`src/design/cpu_bus_pkg.sv`:
```
/*
 * Shared definitions for the CPU memory bus: widths, memory map,
 * region encoding and the flash content rule.
 * Imported by the RTL blocks and by the testbench reference model.
 */
package cpu_bus_pkg;

    typedef logic [15:0] addr_t;
    typedef logic [31:0] data_t;
    typedef logic [3:0]  strb_t;

    typedef enum logic [2:0] {
        REGION_RAM,
        REGION_FLASH,
        REGION_STATUS,
        REGION_PAD,
        REGION_NONE
    } region_e;

    // memory map, byte addresses
    localparam addr_t RAM_BASE    = 16'h0000;
    localparam addr_t FLASH_BASE  = 16'h8000;
    localparam addr_t STATUS_ADDR = 16'hC000;
    localparam addr_t PAD_ADDR    = 16'hC004;

    // flash window is 0x8000 to 0xBFFF
    localparam int FLASH_WORDS = 4096;

    // flash image: fixed tag in the upper half, word index below
    function automatic data_t flash_word(input logic [11:0] index);
        return {16'hF1A5, 4'h0, index};
    endfunction

endpackage
```
`src/design/address_decoder.sv`:
```
/*
 * Address decoder for the CPU bus.
 * Turns the current request address into one-hot region selects
 * and a RAM write enable, all combinational.
 */
module address_decoder
    import cpu_bus_pkg::*;
#(
    parameter int RAM_WORDS = 1024
) (
    input  logic  cpu_valid,
    input  addr_t cpu_addr,
    input  strb_t cpu_wstrb,
    output logic  ram_sel,
    output logic  ram_we,
    output logic  flash_sel,
    output logic  status_sel,
    output logic  pad_sel,
    output logic  none_sel
);
    // RAM is mirrored through the window below flash in whole copies
    localparam int RAM_BYTES   = RAM_WORDS * 4;
    localparam int RAM_WINDOW  = int'(FLASH_BASE) - int'(RAM_BASE);
    localparam int RAM_SPAN    = (RAM_BYTES >= RAM_WINDOW) ? RAM_WINDOW :
                                 (RAM_WINDOW / RAM_BYTES) * RAM_BYTES;
    localparam int RAM_LIMIT   = int'(RAM_BASE) + RAM_SPAN;
    localparam int FLASH_LIMIT = int'(FLASH_BASE) + FLASH_WORDS * 4;

    region_e region;

    always_comb begin
        if (cpu_addr >= RAM_BASE && 32'(cpu_addr) < RAM_LIMIT) begin
            region = REGION_RAM;
        end else if (cpu_addr >= FLASH_BASE && 32'(cpu_addr) < FLASH_LIMIT) begin
            region = REGION_FLASH;
        end else if (cpu_addr == STATUS_ADDR) begin
            region = REGION_STATUS;
        end else if (cpu_addr == PAD_ADDR) begin
            region = REGION_PAD;
        end else begin
            region = REGION_NONE;
        end
    end

    // no select at all while the bus is idle
    assign ram_sel    = cpu_valid && (region == REGION_RAM);
    assign flash_sel  = cpu_valid && (region == REGION_FLASH);
    assign status_sel = cpu_valid && (region == REGION_STATUS);
    assign pad_sel    = cpu_valid && (region == REGION_PAD);
    assign none_sel   = cpu_valid && (region == REGION_NONE);

    assign ram_we = ram_sel && (|cpu_wstrb);

endmodule

```
`config.mk`:
```
export PLATFORM = sky130hd
export DESIGN_NAME = address_decoder
export DESIGN_NICKNAME = d
export VERILOG_FILES = /design/src/design/cpu_bus_pkg.sv /design/src/design/address_decoder.sv
export SDC_FILE = /design/constraint.sdc
export NUM_CORES = 1
export LEC_CHECK = 0
export ABC_AREA = 1
export BUFFER_PORTS_ARGS = -buffer_cell sky130_fd_sc_hd__buf_2
export CELL_PAD_IN_SITES_DETAIL_PLACEMENT = 0
export CELL_PAD_IN_SITES_GLOBAL_PLACEMENT = 1
export CORE_AREA = 2 2 39 41
export DETAILED_ROUTE_END_ITERATION = 8
export DIE_AREA = 0 0 41 43
export PLACE_DENSITY = 0.69
export SLEW_MARGIN = 20
export SYNTH_ARGS = -nofsm -noshare
export SYNTH_HDL_FRONTEND = slang
export SYNTH_SLANG_ARGS = --single-unit
```
`constraint.sdc`:
```
create_clock -name vclk -period 1
set_input_delay 0.2 -clock vclk [all_inputs]
set_output_delay 0.2 -clock vclk [all_outputs]
set_load 0.02 [all_outputs]
```
==> flow_summary.json, run 1 <==
{
  "core_um2": 1384,
  "cp_data_arrival_time_ns": 0.90,
  "yosys.area.top_type": "nor2_1",
  "final_nets": 84,
  "first_global_vias": 236,
  "die_area_um2": 1763,
  "worst_pin_slew_ns": 0.1839,
  "failed_checks": "negative setup slack",
  "finalSetupViolations": 3,
  "clkbuf_count": 0,
  "wl_per_cell_um": 7.403,
  "slowest_delay_ns": 0.12,
  "worstHoldStart": "cpu_wstrb[2]",
  "synthCells": 31,
  "ant_nets": 0,
  "ir_worst_vdd_v": 0.0001046,
  "regArea_um2": 0,
  "rows": 14,
  "critPathCaptureType": "output port",
  "grt_usage_pct": 5.994,
  "seqPwrFrac_pct": 0,
  "area_delta_synth_final_pct": 222.0,
  "outcome": "complete, but fails checks",
  "insertedDiodeCount": 0,
  "nFlopsAndLatches": 0,
  "initial_utilization_pct": 9.855,
  "grt_max_degree": 4,
  "routed_wl_um": 570,
  "p_int_mw": 0.07626,
  "yosysUniqueCellTypes": 10,
  "max-slew-margin-rel_pct": 87.65,
  "holdPathEnd": "ram_we",
  "port_buffers": 27,
  "p_comb_share_pct": 100.0,
  "p_leak_nw": 0.2326,
  "cellPowerDensity_nw_per_um2": 306.5,
  "start_kind": "input port",
  "via_per_inst": 3.701,
  "finalCritPeriodShare_pct": 110.2,
  "hpwl_um": 460.6,
  "synthTopCellsByArea": "nor2_1 28%, nand2_1 22%, inv_1 14%, nor3b_2 9.2%, nand3_1 7.3%",
  "drv_slew": 0,
  "path_cells": "buf_6, nor2_4, nand2_2, nor2_4, nand3_2, nand2_2, nor2_2, buf_6",
  "drv_cap": 0,
  "drive_above_1_share_pct": 77.05,
  "power.total_mw": 0.1346,
  "die_w_um": 41,
  "placed_area_um2": 319.1,
  "p_switching_mw": 0.05832,
  "stdcell_count": 77,
  "setup_ws_ns": -0.1024,
  "ios": 27,
  "seq_area_frac_synth_pct": 0,
  "post-route-util_pct": 31.74,
  "fmax_mhz": 907.1,
  "path_class": "input port to output port",
  "cp.required_ns": 0.80,
  "gp_congestion": 0.6407,
  "hold_viol_final": 0,
  "syn_avg_cell_area_um2": 4.399,
  "cpLargestDelayFamily": "simple AND/OR/NAND/NOR gates",
  "hold_path_depth": 4,
  "p_sw_share_pct": 43.34,
  "cp.buffers_inverters": 2,
  "synth.top_cell.area_share_pct": 27.52,
  "antenna_found_initial": 0,
  "cts_setup_buffers": 0,
  "hold_path.class": "input port to output port",
  "pwr-share-clk_pct": 0,
  "cp_max_fo": 2,
  "slowest_stage": "nor2_4",
  "synthesis.nets": 52,
  "drt_iter0_markers": 2,
  "finalCriticalPeriod_ns": 1.102,
  "rsz0062_at_grt": "true",
  "fin_setup_tns_ns": -0.2962,
  "final_cell_area_um2": 439.2,
  "die_h_um": 43,
  "fillCellCount": 157,
  "dr.pass1.iters": 4,
  "vias": 285,
  "grt-ovfl-total": 0,
  "syn-cell-area_um2": 136.4,
  "postCtsHoldBufs": 0,
  "dpl.cell_count": 77,
  "yosysWarnings": 0,
  "remaining_drc_errors": 0,
  "grt_pass1_wl_um": 814
}
## what timing repair did
action                     CTS  global route
pin swaps                    0             8
gates cloned                 0             0
setup endpoints to repair    3             4
gates resized for setup      1            27
## metal layers
| metal | share of wire, % | wire length [µm] | GRT usage [%] |
|---|---|---|---|
| met1 | 39 | 224 | 8.544 |
| met2 | 52 | 294 | 10.31 |
| met3 | 8.9 | 51 | 0 |
| met4 | 0 | 0 | 0 |
| met5 | 0 | 0 | 0 |
## layout make-up
cell class	instances	area, µm²	share of cell area [%]
Timing Repair Buffer	30	212.7	48.43
Multi-Input combinational cell	25	183.9	41.88
Inverter	6	22.52	5.128
Tap cell	16	20.02	4.558
## power by group through the flow
stage | logic [mW] | clock network [mW] | registers, mW
4_1_cts | 0.0953 | 0 | 0
3_5_place_dp | 0.0949 | 0 | 0
2_1_floorplan | 0.0342 | 0 | 0
5_1_grt | 0.150 | 0 | 0
3_3_place_gp | 0.0941 | 0 | 0
6_report | 0.135 | 0 | 0
## placed cells by master (no fill, tap or decap)
cell type / netlist / final
and2_4: 0 / 1
buf_2: 0 / 17
buf_4: 0 / 5
buf_6: 0 / 8
inv_1: 5 / 5
inv_2: 1 / 1
nand2_1: 8 / 5
nand2_2: 0 / 3
nand3_2: 0 / 2
nor2_1: 10 / 4
nor2_2: 1 / 4
nor2_4: 0 / 3
nor3_2: 0 / 1
nor3b_2: 1 / 1
nor4_4: 0 / 1
## cells by family after synthesis
logic type / count (synthesis) / synth area share, %
buf+inv: 6 / 16.51
simple gates: 25 / 83.49
## synth_stat cells
cell and number:
nor2_2 1, nor2_1 10, inv_2 1, nand2_1 8, and2_1 1, nor3_1 1
nand3_1 2, nor4_1 1, inv_1 5, nor3b_2 1
## how the worst max path moves through the flow
stage | startpoint | endpoint | slack (ns) | cells after the start
finish | cpu_addr[0] | status_sel | -0.10 | 8
global route | cpu_addr[0] | none_sel | -0.18 | 8
detailed placement | cpu_addr[9] | status_sel | -0.16 | 8
floorplan | cpu_addr[11] | status_sel | 0.02 | 5
global placement | cpu_addr[9] | status_sel | -0.16 | 8
CTS | cpu_addr[9] | status_sel | -0.16 | 8
## stage by stage
stage / hold slack, ns / setup slack (ns)
5_1_grt: 0.7546 / -0.1831
3_5_place_dp: 0.7394 / -0.1554
2_1_floorplan: 0.4798 / 0.02227
6_report: 0.7428 / -0.1024
3_3_place_gp: 0.7398 / -0.1555
4_1_cts: 0.7439 / -0.1559
Note: power is estimated with default switching activity, not from simulation.
==> run 2: changes to the inputs <==
- clock period: 1 -> 1.3 ns (I/O delays scaled with it)
==> flow_summary.json, run 2 (synthesis results as in run 1) <==
{
  "area_delta_synth_final_pct": 175.2,
  "setup_ws_ns": 0.06669,
  "hpwl_um": 439.6,
  "postCtsHoldBufs": 0,
  "cp_data_arrival_time_ns": 0.97,
  "antenna_found_initial": 0,
  "dp_slack_ns": 0.02928,
  "cts_resized": 0,
  "cp_max_fo": 2,
  "path_class": "input port to output port",
  "first_global_vias": 240,
  "fillCellCount": 164,
  "hold_path.class": "input port to output port",
  "die_w_um": 41,
  "clkbuf_count": 0,
  "via_per_inst": 3.635,
  "critPathCaptureType": "output port",
  "post-route-util_pct": 27.12,
  "grt_max_degree": 5,
  "wl_per_cell_um": 7.108,
  "port_buffers": 27,
  "worst_pin_slew_ns": 0.2374,
  "max-slew-margin-rel_pct": 84.03,
  "nFlopsAndLatches": 0,
  "cp.required_ns": 1.04,
  "cellPowerDensity_nw_per_um2": 229.7,
  "grt_usage_pct": 5.495,
  "drv_slew": 0,
  "routed_wl_um": 526,
  "p_leak_nw": 0.2117,
  "finalCritPeriodShare_pct": 94.87,
  "ant_nets": 0,
  "placed_area_um2": 291.5,
  "remaining_drc_errors": 0,
  "drt_iter0_markers": 0,
  "regArea_um2": 0,
  "start_kind": "input port",
  "die_h_um": 43,
  "dr.pass1.iters": 1,
  "setup.worst_path.start": "cpu_addr[4]",
  "grt-ovfl-total": 0,
  "cts_setup_buffers": 0,
  "final_nets": 81,
  "vias": 269,
  "mostFrequentLayoutCell": "buf_2",
  "die_area_um2": 1763,
  "ios": 27,
  "drive_above_1_share_pct": 68.97,
  "outcome": "complete, no violations",
  "fmax_mhz": 810.8,
  "hold_viol_final": 0,
  "hold_path_depth": 3,
  "holdPathEnd": "flash_sel",
  "insertedDiodeCount": 0,
  "worstHoldStart": "cpu_addr[14]",
  "gp_congestion": 0.6018,
  "initial_utilization_pct": 9.855,
  "finalCriticalPeriod_ns": 1.233,
  "core_um2": 1384,
  "drv_cap": 0,
  "finalSetupViolations": 0,
  "ir_worst_vdd_v": 0.00005913,
  "final_cell_mix": "20 x buf_2, 6 x nand2_1, 6 x nor2_1, 5 x inv_1, 5 x buf_6",
  "grt_pass1_wl_um": 738,
  "rows": 14,
  "final_cell_area_um2": 375.4
}
==> run 2: report_power, final <==
group / total, mW / switching (mW) / leakage (nW) / internal (mW)
Combinational: 0.0862 / 0.0386 / 0.212 / 0.0476
Sequential: 0 / 0 / 0 / 0
Clock: 0 / 0 / 0 / 0
==> run 2: area by class of cell <==
cell class | instances | area, µm² | share of cell area, %
Tap cell | 16 | 20.02 | 5.333
Inverter | 6 | 22.52 | 6.000
Multi-Input combinational cell | 25 | 161.4 | 43.00
Timing Repair Buffer | 27 | 171.4 | 45.67
==> run 2: per-layer routing <==
metal | GRT usage (%) | part of all wire [%] | up-vias | routed length, µm
li1 | - | - | 148 | -
met1 | 6.646 | 40 | 103 | 209
met2 | 10.63 | 49 | 18 | 256
met3 | 0 | 11 | 0 | 59
met4 | 0 | 0 | 0 | 0
met5 | 0 | 0 | - | 0
==> run 2: worst max path at each step <==
stage	slack [ns]	cells after the start	end
detailed placement	0.03	7	pad_sel
global placement	0.04	7	pad_sel
floorplan	0.14	5	status_sel
global route	-0.005	8	status_sel
CTS	0.03	7	pad_sel
finish	0.07	8	status_sel
==> run 2: per-stage QoR <==
step	hold WS, ns	std cells	TNS [ns]	power [mW]
finish	0.8168	74	0	0.08621
global route	0.8467	74	-0.005319	0.09614
floorplan	0.5998	31	0	0.02583
CTS	0.8240	74	0	0.06585
global placement	0.8207	74	0	0.06524
detailed placement	0.8229	74	0	0.06571
==> run 2: critical path, cell delays in order <==
cell     delay (ns)
buf_6          0.10
nor2_4         0.09
nand2_2        0.07
nor2_4         0.12
nand3_2        0.07
nand2_1        0.07
nor2_1         0.04
buf_4          0.15
==> run 3: changes to the inputs <==
- ABC_AREA: 1 -> not set
- PLACE_DENSITY: 0.69 -> 0.61
==> flow_summary.json, run 3 <==
{
  "outcome": "complete, but fails checks",
  "failed_checks": "negative setup slack",
  "dr.pass1.iters": 2,
  "postCtsHoldBufs": 0,
  "first_global_vias": 222,
  "gp_congestion": 0.4624,
  "hold_path.class": "input port to output port",
  "regArea_um2": 0,
  "holdPathEnd": "status_sel",
  "grt_usage_pct": 5.594,
  "cp.buffers_inverters": 2,
  "synthTopCellsByArea": "nor4_2 37%, nand4_1 12%, o41a_1 11%, and3b_1 8.6%, and4_1 8.6%",
  "rsz0062_at_grt": "true",
  "ios": 27,
  "remaining_drc_errors": 0,
  "slowest_delay_ns": 0.23,
  "rows": 14,
  "p_sw_share_pct": 42.63,
  "port_buffers": 27,
  "max-slew-margin-rel_pct": 87.68,
  "p_int_mw": 0.04685,
  "setup.worst_path.start": "cpu_addr[10]",
  "cpLargestDelayFamily": "simple AND/OR/NAND/NOR gates",
  "final_nets": 65,
  "die_w_um": 41,
  "p_switching_mw": 0.03482,
  "yosys.area.top_type": "nor4_2",
  "grt-ovfl-total": 0,
  "synth.most_common_cell": "nor4_2",
  "initial_utilization_pct": 7.324,
  "drive_above_1_share_pct": 78.57,
  "hold_path_depth": 3,
  "cp_data_arrival_time_ns": 1.12,
  "drt_iter0_markers": 2,
  "start_kind": "input port",
  "final_cell_area_um2": 330.3,
  "cellPowerDensity_nw_per_um2": 247.3,
  "vias": 229,
  "synthTopCellsByCount": "3 x nor4_2, 2 x nand4_1, 2 x nor2_1",
  "hold_viol_final": 0,
  "fmax_mhz": 726.7,
  "p_leak_nw": 0.1591,
  "grt_max_degree": 5,
  "seq_area_frac_synth_pct": 0,
  "yosysWarnings": 0,
  "slowest_stage": "nor4_4",
  "stdcell_count": 58,
  "power.total_mw": 0.08167,
  "hpwl_um": 437,
  "pwr-share-clk_pct": 0,
  "clkbuf_count": 0,
  "p_comb_share_pct": 100.0,
  "synth.top_cell.area_share_pct": 37.04,
  "seqPwrFrac_pct": 0,
  "synthCells": 13,
  "fillCellCount": 168,
  "routed_wl_um": 510,
  "synthesis.nets": 34,
  "antenna_found_initial": 0,
  "drv_cap": 0,
  "ant_nets": 0,
  "final_cell_mix": "20 x buf_2, 5 x buf_6, 4 x buf_4",
  "die_h_um": 43,
  "cp_max_fo": 3,
  "insertedDiodeCount": 0,
  "placed_area_um2": 276.5,
  "finalCriticalPeriod_ns": 1.376,
  "ir_worst_vdd_v": 0.00003713,
  "dpl.cell_count": 58,
  "setup_ws_ns": -0.07603,
  "cp.required_ns": 1.04,
  "finalSetupViolations": 3,
  "path_cells": "buf_2, nor4_4, nand4_1, and4_1, buf_6",
  "core_um2": 1384,
  "nFlopsAndLatches": 0,
  "worstHoldStart": "cpu_addr[2]",
  "die_area_um2": 1763,
  "worst_pin_slew_ns": 0.1832,
  "area_delta_synth_final_pct": 225.9,
  "drv_slew": 0,
  "syn-cell-area_um2": 101.3,
  "critPathCaptureType": "output port",
  "syn_avg_cell_area_um2": 7.796,
  "via_per_inst": 3.948,
  "path_class": "input port to output port",
  "grt_pass1_wl_um": 752,
  "finalCritPeriodShare_pct": 105.8,
  "wl_per_cell_um": 8.793,
  "mostFrequentLayoutCell": "buf_2",
  "yosysUniqueCellTypes": 9
}
-- run 3: cell types whose count changed in the layout (fill, tap and decap cells not counted), sizes merged, moves of 2 or more --
cell,delta
buf,+2
inv,-6
nand2,-7
nand3,-2
nand4,+2
nor2,-9
nor4,+2
-- run 3: repair_timing --
| action | CTS | global route |
|---|---|---|
| buffers inserted | 0 | 0 |
| gates resized for setup | 9 | 1 |
| gates cloned | 0 | 0 |
| pin swaps | 5 | 2 |
| setup endpoints to repair | 3 | 3 |
-- run 3: metrics by stage --
step | TNS [ns] | hold slack, ns | util [%] | worst slack, ns
final | -0.1615 | 0.8044 | 23.87 | -0.07603
after global routing | -0.5151 | 0.8161 | 23.87 | -0.1817
after CTS | -0.2387 | 0.8060 | 23.24 | -0.09300
after detailed placement | -0.3923 | 0.8057 | 19.98 | -0.1778
after global placement | -0.3840 | 0.8074 | 19.98 | -0.1709
after floorplan | 0 | 0.5713 | - | 0.05067
-- run 3: layout make-up --
cell class	count	area [µm²]	share of cell area, %
repair buffers	29	186.4	56.44
well taps	16	20.02	6.061
multi-input cells	13	123.9	37.50
-- run 3: worst max-delay path by stage --
stage                  to  slack [ns]  cells past startpoint
2_1_floorplan     pad_sel        0.05                      3
3_3_place_gp     none_sel       -0.17                      5
3_5_place_dp     none_sel       -0.18                      5
4_1_cts          none_sel       -0.09                      5
5_1_grt        status_sel       -0.18                      5
6_report         none_sel       -0.08                      5
-- run 3: worst min-delay path, delay by kind of cell --
kind                   cells  cell delay [ns]
AND/OR/NAND/NOR            1             0.04
buffers and inverters      2             0.25
-- run 3: power by group through the flow --
| stage | logic, mW | clock network, mW | registers (mW) |
|---|---|---|---|
| floorplan | 0.0182 | 0 | 0 |
| global placement | 0.0653 | 0 | 0 |
| detailed placement | 0.0665 | 0 | 0 |
| CTS | 0.0792 | 0 | 0 |
| global route | 0.0886 | 0 | 0 |
| finish | 0.0817 | 0 | 0 |
-- run 3: per-layer routing --
layer / part of all wire (%) / up-vias / global-route usage, %
li1: - / 115 / -
met1: 33 / 98 / 4.747
met2: 50 / 16 / 12.81
met3: 17 / 0 / 0
met4: 0 / 0 / 0
met5: 0 / - / 0
-- run 3: cell families (layout without fill, tap and decap cells) --
group,count (synthesis),count (layout),share of synthesized area [%]
simple gates,12,12,88.89
compound gates,1,1,11.11
buf+inv,0,29,0
