## config.mk

```make
export PLATFORM = sky130hd
export DESIGN_NAME = bus_arbiter
export DESIGN_NICKNAME = d
export VERILOG_FILES = /design/src/design/cpu_bus_pkg.sv /design/src/design/bus_arbiter.sv
export SDC_FILE = /design/constraint.sdc
export NUM_CORES = 1
export LEC_CHECK = 0
export BUFFER_PORTS_ARGS = -buffer_cell sky130_fd_sc_hd__buf_2
export CAP_MARGIN = 5
export CORE_AREA = 2 2 113 115
export DETAILED_ROUTE_END_ITERATION = 10
export DIE_AREA = 0 0 115 117
export GPL_ROUTABILITY_DRIVEN = 0
export PLACE_DENSITY = 0.45
export SLEW_MARGIN = 15
export SYNTH_ARGS = -nofsm -noshare
export SYNTH_HDL_FRONTEND = slang
export SYNTH_SLANG_ARGS = --single-unit
export TNS_END_PERCENT = 10
```

## constraint.sdc

```tcl
create_clock -name clk -period 1.4 [get_ports clk]
set_clock_uncertainty 0.15 [all_clocks]
set_input_delay 0 -clock clk [delete_from_list [all_inputs] [get_ports clk]]
set_output_delay 0 -clock clk [all_outputs]
set_load 0.01 [all_outputs]
```

## src/design/cpu_bus_pkg.sv

```systemverilog
/*
 * Shared definitions for the CPU memory bus: widths, memory map,
 * region encoding and the flash content rule.
 * Imported by the RTL blocks and by the testbench reference model.
 */
package cpu_bus_pkg;

    typedef logic [15:0] addr_t;
    typedef logic [31:0] data_t;
    typedef logic [3:0]  strb_t;

    typedef enum logic [2:0] {
        REGION_RAM,
        REGION_FLASH,
        REGION_STATUS,
        REGION_PAD,
        REGION_NONE
    } region_e;

    // memory map, byte addresses
    localparam addr_t RAM_BASE    = 16'h0000;
    localparam addr_t FLASH_BASE  = 16'h8000;
    localparam addr_t STATUS_ADDR = 16'hC000;
    localparam addr_t PAD_ADDR    = 16'hC004;

    // flash window is 0x8000 to 0xBFFF
    localparam int FLASH_WORDS = 4096;

    // flash image: fixed tag in the upper half, word index below
    function automatic data_t flash_word(input logic [11:0] index);
        return {16'hF1A5, 4'h0, index};
    endfunction

endpackage
```

## src/design/bus_arbiter.sv

```systemverilog
/*
 * Bus arbiter: forwards the current access to RAM, flash or I/O,
 * muxes the read data back and raises one cpu_ready pulse per access.
 * READ_DATA_REG adds a register stage on ready and read data.
 */
module bus_arbiter
    import cpu_bus_pkg::*;
#(
    parameter bit READ_DATA_REG = 1'b0
) (
    input  logic        clk,
    input  logic        rst_n,
    input  addr_t       cpu_addr,
    input  data_t       cpu_wdata,
    input  strb_t       cpu_wstrb,
    input  logic        ram_sel,
    input  logic        ram_we,
    input  logic        flash_sel,
    input  logic        status_sel,
    input  logic        pad_sel,
    input  logic        none_sel,
    input  data_t       ram_rdata,
    input  data_t       flash_rdata,
    input  logic        flash_done,
    input  data_t       io_rdata,
    output logic        ram_cs,
    output logic        ram_we_q,
    output logic [13:0] ram_addr,
    output data_t       ram_wdata,
    output strb_t       ram_wstrb,
    output logic        flash_req,
    output logic [11:0] flash_index,
    output logic        io_wr,
    output strb_t       io_wstrb,
    output data_t       io_wdata,
    output logic        cpu_ready,
    output data_t       cpu_rdata
);
    logic  ack_q;
    logic  busy;
    logic  imm_src;
    logic  flash_sel_r;
    addr_t flash_offset;
    data_t rdata_mux;

    // targets that answer in the same cycle
    assign imm_src = ram_sel || status_sel || pad_sel || none_sel;

    // busy while an ack for this access is in flight
    assign ram_cs    = ram_sel;
    assign ram_we_q  = ram_we && !busy;
    assign ram_addr  = cpu_addr[15:2];
    assign ram_wdata = cpu_wdata;
    assign ram_wstrb = cpu_wstrb;

    assign flash_offset = cpu_addr - FLASH_BASE;
    assign flash_index  = flash_offset[13:2];
    assign flash_req    = flash_sel && !flash_done && !busy;

    assign io_wr    = (status_sel || pad_sel) && (|cpu_wstrb) && !busy;
    assign io_wstrb = cpu_wstrb;
    assign io_wdata = cpu_wdata;

    always_ff @(posedge clk or negedge rst_n) begin
        if (!rst_n) begin
            ack_q       <= 1'b0;
            flash_sel_r <= 1'b0;
        end else begin
            ack_q       <= (imm_src && !busy) || flash_done;
            flash_sel_r <= flash_sel;
        end
    end

    // flash first, then I/O, then RAM; unmapped reads give zero
    always_comb begin
        if (flash_sel_r) begin
            rdata_mux = flash_rdata;
        end else if (status_sel || pad_sel) begin
            rdata_mux = io_rdata;
        end else if (ram_sel) begin
            rdata_mux = ram_rdata;
        end else begin
            rdata_mux = '0;
        end
    end

    if (READ_DATA_REG) begin : g_rdata_reg
        logic  ready_q;
        data_t rdata_q;

        always_ff @(posedge clk or negedge rst_n) begin
            if (!rst_n) begin
                ready_q <= 1'b0;
                rdata_q <= '0;
            end else begin
                ready_q <= ack_q;
                rdata_q <= rdata_mux;
            end
        end

        assign busy      = ack_q || ready_q;
        assign cpu_ready = ready_q;
        assign cpu_rdata = rdata_q;
    end else begin : g_rdata_comb
        assign busy      = ack_q;
        assign cpu_ready = ack_q;
        assign cpu_rdata = rdata_mux;
    end

endmodule

```

==> key figures, run 1 <==
Yosys
  • Syn Nets: 345
  • Synth Warn #: 0
  • Mapped Cells: 188
  • Mapped Area: between 1500 and 2000 µm²
  • Adder-cell share of the synthesized area: 0%
  • Simple logic cell fraction of the synthesized area: 19.79%
  • Complex-gate fraction of the synthesized area: between 20% and 30%
  • Xor/xnor share of the synthesized area: 0%
  • Post-synthesis sequential area ratio: 3.271%
  • Main combinational cell family by area after synthesis: buffers and inverters
  • Synth cell types: 17
  • Avg Inst Size Synth: 8.139 µm²
  • Post-synthesis mux area share: 0%
  • #FFs+latches synth: 2

Pwr
  • Worst VDD drop: 0.5640 mV
  • Pleak: between 0.001 and 0.0015 µW
  • Tot Pwr: 1250 µW
  • Power Density: 525.9 nW/µm²

Global routing
  • Largest net degree at the start of global routing: 33
  • GR Overflow Total: 0
  • Tot GR Track Use: 6.316%
  • Antenna violations before repair: 0
  • Vias in the first global route: 1516
  • First-pass GRT wire length: 6.706 mm

Die
  • # IOs: slightly below 300
  • Initial Utilization: ~12%
  • Core area: 12310 µm²
  • Rows: 41
  • Die height: 117 µm
  • DIE AREA: around 13000 µm²
  • Die X: between 100 and 150 µm

Clocking
  • Clk root buf: clkbuf_16
  • Worst skew pair latency: 0.22 ns
  • CTS Buf Count: 3
  • Clock-pin slew on the worst setup and hold paths: around 0.030 ns
  • CTS max path bufs: 2
  • Htree depth: 1
  • TritonCTS clock tree: built
  • CTS Sinks: 2

Detailed routing
  • Post-route ant nets: 0
  • Vias: 1735
  • WL per Instance: 12.30 µm
  • Vias/cell: approximately 3.9
  • DRC violations left: 0
  • DR pass1 iterations: 4
  • Drt total wl: 5.447 mm
  • Iter 0 DRT Violations: 38

Setup path
  • Startpoint types: register
  • Worst Path Arrival: 1.47 ns
  • Max FO, Critical Path: 12
  • Max incr delay on CP: 0.42 ns
  • CP Class: reg2out
  • Worst r2r path cells: 1
  • Slowest stage cell, crit path: dfrtp_2
  • Crit path required time: 1.25 ns
  • Crit path max-delay family: buffers and inverters
  • R2r setup slk: around 0.58 ns
  • Buffer and inverter count on the worst path: 3
  • Reg-to-Reg End: cpu_ready$_DFF_PN0_
  • Critical Path Sink Type: output port
  • Worst R2R Start: cpu_ready$_DFF_PN0_
  • Worst-path cell chain: nor4b_4 -> buf_6 -> clkbuf_16 -> a221o_1 -> buf_2

STA
  • Max-slew headroom: between 70% and 80%
  • Max-slew violation count: 0
  • Period utilization: 115.8%
  • RSZ-0062 raised after global routing: yes
  • Setup TNS: -6.037 ns
  • F_max: around 620 MHz
  • Hold Vio Cnt, Final: 0
  • Clock period minus worst slack: 1.621 ns
  • Final setup violation count: 31
  • Worst-Margin Slew: roughly 0.32 ns
  • Worst hold margin: 0.02971 ns
  • Final worst slack: -0.2206 ns

Job
  • Max cap viols: 0

Run status
  • Status: finished with violations
  • Failing checks: setup timing

Cells and area
  • Final #Nets: 451
  • Commonest non-fill, non-tap cell in the layout: buf_2
  • Design Area, Final: 2376 µm²
  • N_diodes: 0
  • Commonest cells after routing, fill and taps aside: 153 x buf_2, 52 x dlygate4sd3_1, 31 x nor3b_1, 31 x a221o_1, 4 x clkbuf_16
  • Share of layout cells above drive strength 1: 57.68%
  • Layout area overhead: 55.27%

Placement
  • Dpl ws: -0.03876 ns
  • Placed Area: 1728 µm²
  • Port-buffer cells: 153
  • DP Wirelength: 3.795 mm

Worst hold path
  • Hold path depth: 3
  • Worst Hold Path EP: cpu_ready$_DFF_PN0_
  • Worst min-delay path category: in2reg
  • Hold Crit Start: status_sel
==> worst max-delay path by stage <==
stage / depth (start not counted) / slack (ns) / end / start
floorplan: 3 / 0.13 / cpu_rdata[0] / flash_sel_r$_DFF_PN0_
global placement: 4 / -0.007 / cpu_rdata[2] / flash_sel_r$_DFF_PN0_
detailed placement: 4 / -0.04 / cpu_rdata[20] / flash_sel_r$_DFF_PN0_
CTS: 4 / -0.28 / cpu_rdata[18] / flash_sel_r$_DFF_PN0_
global route: 5 / -0.30 / cpu_rdata[7] / flash_sel_r$_DFF_PN0_
finish: 5 / -0.22 / cpu_rdata[28] / flash_sel_r$_DFF_PN0_
==> layout make-up <==
type | instances | area, µm²
clock buffer | 4 | 78.83
fill | 1353 | 9936
multi-input combinational | 74 | 645.6
sequential | 2 | 51.30
tap | 150 | 187.7
timing repair buffer | 213 | 1413
==> synth_stat cells, drive strengths merged <==
master / number / area (µm²)
nor4: 2 / 12.51
buf: 110 / 832.1
nor4b: 1 / 23.77
nor3: 1 / 5.000
o21ai: 1 / 5.000
a31oi: 1 / 6.260
nor2: 1 / 11.26
o21a: 1 / 8.760
nand2: 1 / 3.750
nor3b: 32 / 240.2
dfrtp: 2 / 50.05
o21bai: 1 / 7.510
a221o: 31 / 310.3
nor2b: 1 / 6.260
clkbuf: 2 / 7.510
==> kinds of logic (layout without fill, tap and decap cells) <==
kind of cell,count (synthesis),after routing
buffers and inverters,112,217
AO/OA/AOI/OAI,35,35
flip-flops,2,2
AND/OR/NAND/NOR,39,39
==> power breakdown <==
part | total (µW) | switching (µW) | internal (µW)
sequential | 67.5 | 5.31 | 62.2
combinational | 740 | 348 | 393
clock | 442 | 67.1 | 375
==> routing by layer <==
| layer | global-route usage, % | vias to the layer above | share of wire, % |
|---|---|---|---|
| li1 | - | 801 | - |
| met1 | 5.709 | 777 | 33 |
| met2 | 14.00 | 153 | 56 |
| met3 | 0.8754 | 4 | 9.7 |
| met4 | 2.008 | 0 | 0.79 |
| met5 | 0 | - | 0 |
==> metrics by stage <==
stage                     utilization (%)  std cells
after floorplan                         -        188
after global placement              14.03        385
after detailed placement            14.03        385
after CTS                           18.90        441
after global routing                19.30        443
final                               19.30        443
==> sequential cells by signal (all words and copies together), names as in the netlist <==
register     count
cpu_ready        1
flash_sel_r      1
==> repair_timing <==
| action | in CTS | in global routing |
|---|---|---|
| cloned | 0 | 1 |
| endpoints found under the setup margin | 32 | 32 |
| pin swaps | 9 | 10 |
| hold buffers | 52 | 0 |
| resized for setup | 0 | 4 |
| buffers inserted | 0 | 1 |
| endpoints found under the hold margin | 94 | 0 |
Power figures use the tool's default switching activity.
==> inputs of run 2 (changes only) <==
--- a/config.mk
+++ b/config.mk
@@ -11,6 +11,7 @@
 export DETAILED_ROUTE_END_ITERATION = 10
 export DIE_AREA = 0 0 115 117
 export GPL_ROUTABILITY_DRIVEN = 0
+export GPL_TIMING_DRIVEN = 0
 export PLACE_DENSITY = 0.45
 export SLEW_MARGIN = 15
 export SYNTH_ARGS = -nofsm -noshare
==> key figures, run 2 (synthesis gave the netlist of run 1 again) <==
STA
  • Final worst slack: -0.2097 ns
  • Hold Vio Cnt, Final: 0
  • Final setup violation count: 31
  • Worst-Margin Slew: 0.2731 ns
  • F_max: 621.2 MHz
  • Clock period minus worst slack: around 1.6 ns
  • Period utilization: 115.0%
  • RSZ-0062 raised after global routing: yes
  • Max-slew violation count: 0
  • Worst hold margin: between 0.01 and 0.015 ns
  • Max-slew headroom: 81.63%
  • Setup TNS: -5.591 ns

Run status
  • Status: finished with violations
  • Failing checks: setup timing

Setup path
  • Crit path required time: 1.25 ns
  • Slowest stage cell, crit path: dfrtp_1
  • Max FO, Critical Path: 10
  • Worst Path Arrival: approximately 1.5 ns
  • Critical Path Sink Type: output port
  • Startpoint types: register
  • Worst-path cell chain: nor4b_4 -> buf_6 -> buf_8 -> a221o_1 -> buf_2
  • Max incr delay on CP: 0.40 ns
  • CP Class: reg2out

Detailed routing
  • Vias/cell: 3.801
  • Iter 0 DRT Violations: 26
  • Vias: between 2000 and 2500
  • Post-route ant nets: 0
  • WL per Instance: 11.63 µm
  • DR pass1 iterations: 4
  • Drt total wl: 6.897 mm
  • DRC violations left: 0

Die
  • Die height: 117 µm
  • Initial Utilization: 12.43%
  • Rows: 41
  • # IOs: 292
  • Core area: between 10000 and 15000 µm²
  • Die X: 115 µm
  • DIE AREA: 13460 µm²

Cells and area
  • Commonest non-fill, non-tap cell in the layout: buf_2
  • Commonest cells after routing, fill and taps aside: 243 x buf_2, 104 x buf_4, 31 x a221o_1, 28 x nor3b_1, 6 x dlygate4sd3_1
  • Share of layout cells above drive strength 1: around 83%
  • Layout fillers: 1356
  • Area of the multi-input gates: 664.4 µm²
  • Layout area overhead: 107.7%
  • Register Area: 50.05 µm²
  • Final #Nets: 602
  • Design Area, Final: 3178 µm²
  • N_diodes: 0

Global routing
  • Largest net degree at the start of global routing: 11
  • Vias in the first global route: 1967
  • First-pass GRT wire length: between 8 and 9 mm
  • GR Overflow Total: 0
  • Antenna violations before repair: 0
  • Tot GR Track Use: 8.310%

Clocking
  • CTS Sinks: 2
  • CTS max path bufs: 2
  • Clock-pin slew on the worst setup and hold paths: 0.03 ns
  • Clk root buf: clkbuf_16
  • Worst skew pair latency: about 0.22 ns
  • CTS Buf Count: 3
  • TritonCTS clock tree: built
  • Htree depth: 1

Pwr
  • Tot Pwr: 1466 µW
  • Power Density: approximately 460 nW/µm²
  • Worst VDD drop: 0.5222 mV
  • Pleak: 0.001812 µW

Placement
  • DP Wirelength: around 6 mm
  • Port-buffer cells: 243
  • Placed Area: approximately 2900 µm²

Job
  • Max cap viols: 0

Worst hold path
  • Worst min-delay path category: in2reg
## run 2: cell types whose count changed in the layout (fill, tap and decap cells not counted), moves of 2 or more
cell,before,now
dlygate4sd3_1,52,6
buf_4,1,104
buf_2,153,243
nor3b_1,31,28
clkbuf_8,0,2
buf_8,0,4
buf_12,3,0
buf_6,3,5
nor3b_2,1,4
## run 2: per-stage QoR
stage,util [%],setup slack (ns),instances
global route,25.81,-0.2890,593
CTS,25.75,-0.2143,593
floorplan,-,0.1252,188
detailed placement,23.83,-0.2929,581
finish,25.81,-0.2097,593
global placement,23.83,-0.2812,581
## run 2: repair_timing
item	4_1_cts	5_1_grt
hold buffers	6	0
resized for setup	21	2
setup buffers	3	0
pin swaps	3	8
setup endpoints to repair	32	32
hold endpoints to repair	4	0
## run 2: cell type report
class	instances	area share, %
Buffer	112	28.27
Sequential cell	2	1.575
Clock buffer	3	2.362
Timing Repair Buffer	252	40.98
Multi-Input combinational cell	74	20.91
Tap cell	150	5.906
## run 2: per-layer routing
metal  wire length [µm]  part of all wire, %  global-route usage, %  up-vias
li1                   -                    -                      -     1103
met1               2347                   34                  8.005      982
met2               3799                   55                  18.43      164
met3                699                   10                 0.9269        5
met4                 51                 0.74                  1.687        0
met5                  0                    0                      0        -
## run 2: path summary, 6_finish.rpt
check	startpoint	endpoint	slack [ns]	cells past startpoint
min	status_sel	cpu_ready$_DFF_PN0_	0.01	3
max	flash_sel_r$_DFF_PN0_	cpu_rdata[10]	-0.21	5
min reg2reg	cpu_ready$_DFF_PN0_	cpu_ready$_DFF_PN0_	0.41	1
min in group asynchronous	rst_n	cpu_ready$_DFF_PN0_	0.49	3
max reg2reg	cpu_ready$_DFF_PN0_	cpu_ready$_DFF_PN0_	0.60	1
max in group asynchronous	rst_n	flash_sel_r$_DFF_PN0_	0.49	3
## run 2: worst max-delay path, delay by kind of cell (launching register included)
family / cells / cell delay (ns)
buffers and inverters: 3 / 0.44
AO/OA/AOI/OAI: 1 / 0.15
AND/OR/NAND/NOR: 1 / 0.24
flip-flops: 1 / 0.40
## run 2: report_power, final
group | switching (µW) | internal [µW]
registers | 4.98 | 61.9
clock network | 66.4 | 363
logic | 391 | 578
total | 462 | 1000
==> inputs of run 3 (changes only) <==
--- a/config.mk
+++ b/config.mk
@@ -7,12 +7,15 @@
 export LEC_CHECK = 0
 export BUFFER_PORTS_ARGS = -buffer_cell sky130_fd_sc_hd__buf_2
 export CAP_MARGIN = 5
-export CORE_AREA = 2 2 113 115
+export CELL_PAD_IN_SITES_DETAIL_PLACEMENT = 2
+export CELL_PAD_IN_SITES_GLOBAL_PLACEMENT = 2
+export CORE_ASPECT_RATIO = 1.25
+export CORE_MARGIN = 2
+export CORE_UTILIZATION = 10
 export DETAILED_ROUTE_END_ITERATION = 10
-export DIE_AREA = 0 0 115 117
 export GPL_ROUTABILITY_DRIVEN = 0
 export GPL_TIMING_DRIVEN = 0
-export PLACE_DENSITY = 0.45
+export PLACE_DENSITY = 0.81
 export SLEW_MARGIN = 15
 export SYNTH_ARGS = -nofsm -noshare
 export SYNTH_HDL_FRONTEND = slang
==> key figures, run 3 (synthesis gave the netlist of run 1 again) <==
Run status
  • Failing checks: setup timing
  • Status: finished with violations

Global routing
  • GR peak layer: met2
  • GR Overflow Total: 0
  • First-pass GRT wire length: 13.34 mm
  • Tot GR Track Use: about a tenth
  • Grt met2 use: 22.61%
  • Largest net degree at the start of global routing: 11
  • Vias in the first global route: between 2000 and 3000
  • Met3 Use GR: 2.513%
  • Met1 GRT Util: 9.243%
  • Antenna violations before repair: 0

Setup path
  • Max incr delay on CP: 0.40 ns
  • Worst-path cell chain: nor4b_4 -> buf_4 -> buf_6 -> a221o_1 -> buf_2
  • Crit path required time: 1.25 ns
  • Buffer and inverter count on the worst path: 3
  • Max FO, Critical Path: 5
  • Startpoint types: register
  • R2r setup slk: 0.55 ns
  • Worst Path Arrival: about 1.5 ns
  • Crit path max-delay family: buffers and inverters
  • Critical Path Sink Type: output port
  • CP Class: reg2out
  • Slowest stage cell, crit path: dfrtp_1

Detailed routing
  • DRC violations left: 0
  • WL per Instance: ~15 µm
  • Vias/cell: 3.833
  • Drt total wl: around 9.6 mm
  • DR pass1 iterations: 4
  • Iter 0 DRT Violations: 51
  • Vias: 2403
  • Post-route ant nets: 0

Placement
  • DP Cell Count: 613
  • DP Wirelength: about 8 mm
  • Port-buffer cells: about 240
  • Dpl ws: -0.3272 ns

Pwr
  • Net Sw Power: slightly above 500 µW
  • Worst VDD drop: 0.5795 mV
  • Sw Ratio: 33.36%
  • Pleak: ~0.0018 µW
  • Internal Pwr Total: 1017 µW
  • Power Density: approximately 470 nW/µm²
  • Seq pwr share: 4.4%
  • Clock share of power: 29.0%
  • Gate power share: 66.6%
  • Tot Pwr: 1526 µW

Die
  • Rows: 50
  • Initial Utilization: between 10 and 15%
  • DIE AREA: ~16000 µm²
  • Core area: roughly 15000 µm²
  • # IOs: just under 300
  • Die height: 142.3 µm
  • Die X: 114.6 µm

STA
  • Hold Vio Cnt, Final: 0
  • Worst hold margin: 0.03493 ns
  • Worst-Margin Slew: 0.2888 ns
  • Max-slew headroom: 80.57%
  • F_max: between 600 and 700 MHz
  • Period utilization: 117.9%
  • Max-slew violation count: 0
  • RSZ-0062 raised after global routing: yes
  • Final setup violation count: 32
  • Final worst slack: -0.2504 ns
  • Clock period minus worst slack: 1.650 ns

Clocking
  • CTS max path bufs: 2
  • Worst skew pair latency: around 0.22 ns
  • TritonCTS clock tree: built
  • CTS Sinks: 2
  • CTS Buf Count: 3
  • Htree depth: 1
  • Clock-pin slew on the worst setup and hold paths: 0.03 ns
  • Clk root buf: clkbuf_16

Worst hold path
  • Worst min-delay path category: in2out

Job
  • Max cap viols: 0

Cells and area
  • Share of layout cells above drive strength 1: a little over four fifths
  • Commonest cells after routing, fill and taps aside: 239 x buf_2, 109 x buf_4, 31 x a221o_1, 23 x nor3b_1, 9 x nor3b_2
  • Layout area overhead: 113.1%
  • Final #Nets: about 600
  • Final cell count without fillers: 627
  • N_diodes: 0
  • Final Core Density: 21.81%
  • Commonest non-fill, non-tap cell in the layout: buf_2
[run 3: cell types whose count changed in the layout (fill, tap and decap cells not counted), moves of 2 or more]
cell and change:
nor3b_2 +5, buf_4 +5, buf_6 +3, buf_8 -2
nor3b_1 -5, buf_2 -4
[run 3: area by class of cell]
class | instances | area [µm²]
Buffer | 110 | 860.8
Clock buffer | 3 | 75.07
Fill cell | 1820 | 11690
Multi-Input combinational cell | 74 | 685.7
Sequential cell | 2 | 50.05
Tap cell | 182 | 227.7
Timing Repair Buffer | 256 | 1361
[run 3: stage by stage]
| step | TNS [ns] | cell area (µm²) |
|---|---|---|
| after floorplan | 0 | 1530 |
| after global placement | -7.081 | 2974 |
| after detailed placement | -7.857 | 2974 |
| after CTS | -7.263 | 3246 |
| after global routing | -10.11 | 3261 |
| final | -6.703 | 3261 |
[run 3: power groups by stage]
stage | combinational [µW] | sequential, µW | clock (µW)
after CTS | 1030 | 67.6 | 454
final | 1020 | 67.4 | 443
after detailed placement | 975 | 67.4 | 0
after floorplan | 525 | 67.1 | 0
after global placement | 946 | 67.1 | 0
after global routing | 1100 | 68.0 | 454
[run 3: repair_timing]
action,in CTS,in global routing
endpoints found under the hold margin,4,0
gates cloned,1,0
pin swaps,1,1
hold buffers,6,0
buffers inserted,6,0
setup endpoints to repair,32,32
gates resized for setup,29,3
[run 3: layer usage]
layer	vias up	wire length, µm
met2	190	5475
met5	-	0
met1	1098	2996
li1	1106	-
met4	0	102
met3	9	1049
[run 3: final timing paths]
path                                       startpoint                    end  depth (start not counted)
worst max-delay path            flash_sel_r$_DFF_PN0_           cpu_rdata[1]                          5
worst min-delay path                      cpu_addr[8]         flash_index[6]                          2
worst max register to register    cpu_ready$_DFF_PN0_    cpu_ready$_DFF_PN0_                          1
worst min register to register    cpu_ready$_DFF_PN0_    cpu_ready$_DFF_PN0_                          1
max in group asynchronous                       rst_n    cpu_ready$_DFF_PN0_                          3
min in group asynchronous                       rst_n  flash_sel_r$_DFF_PN0_                          3
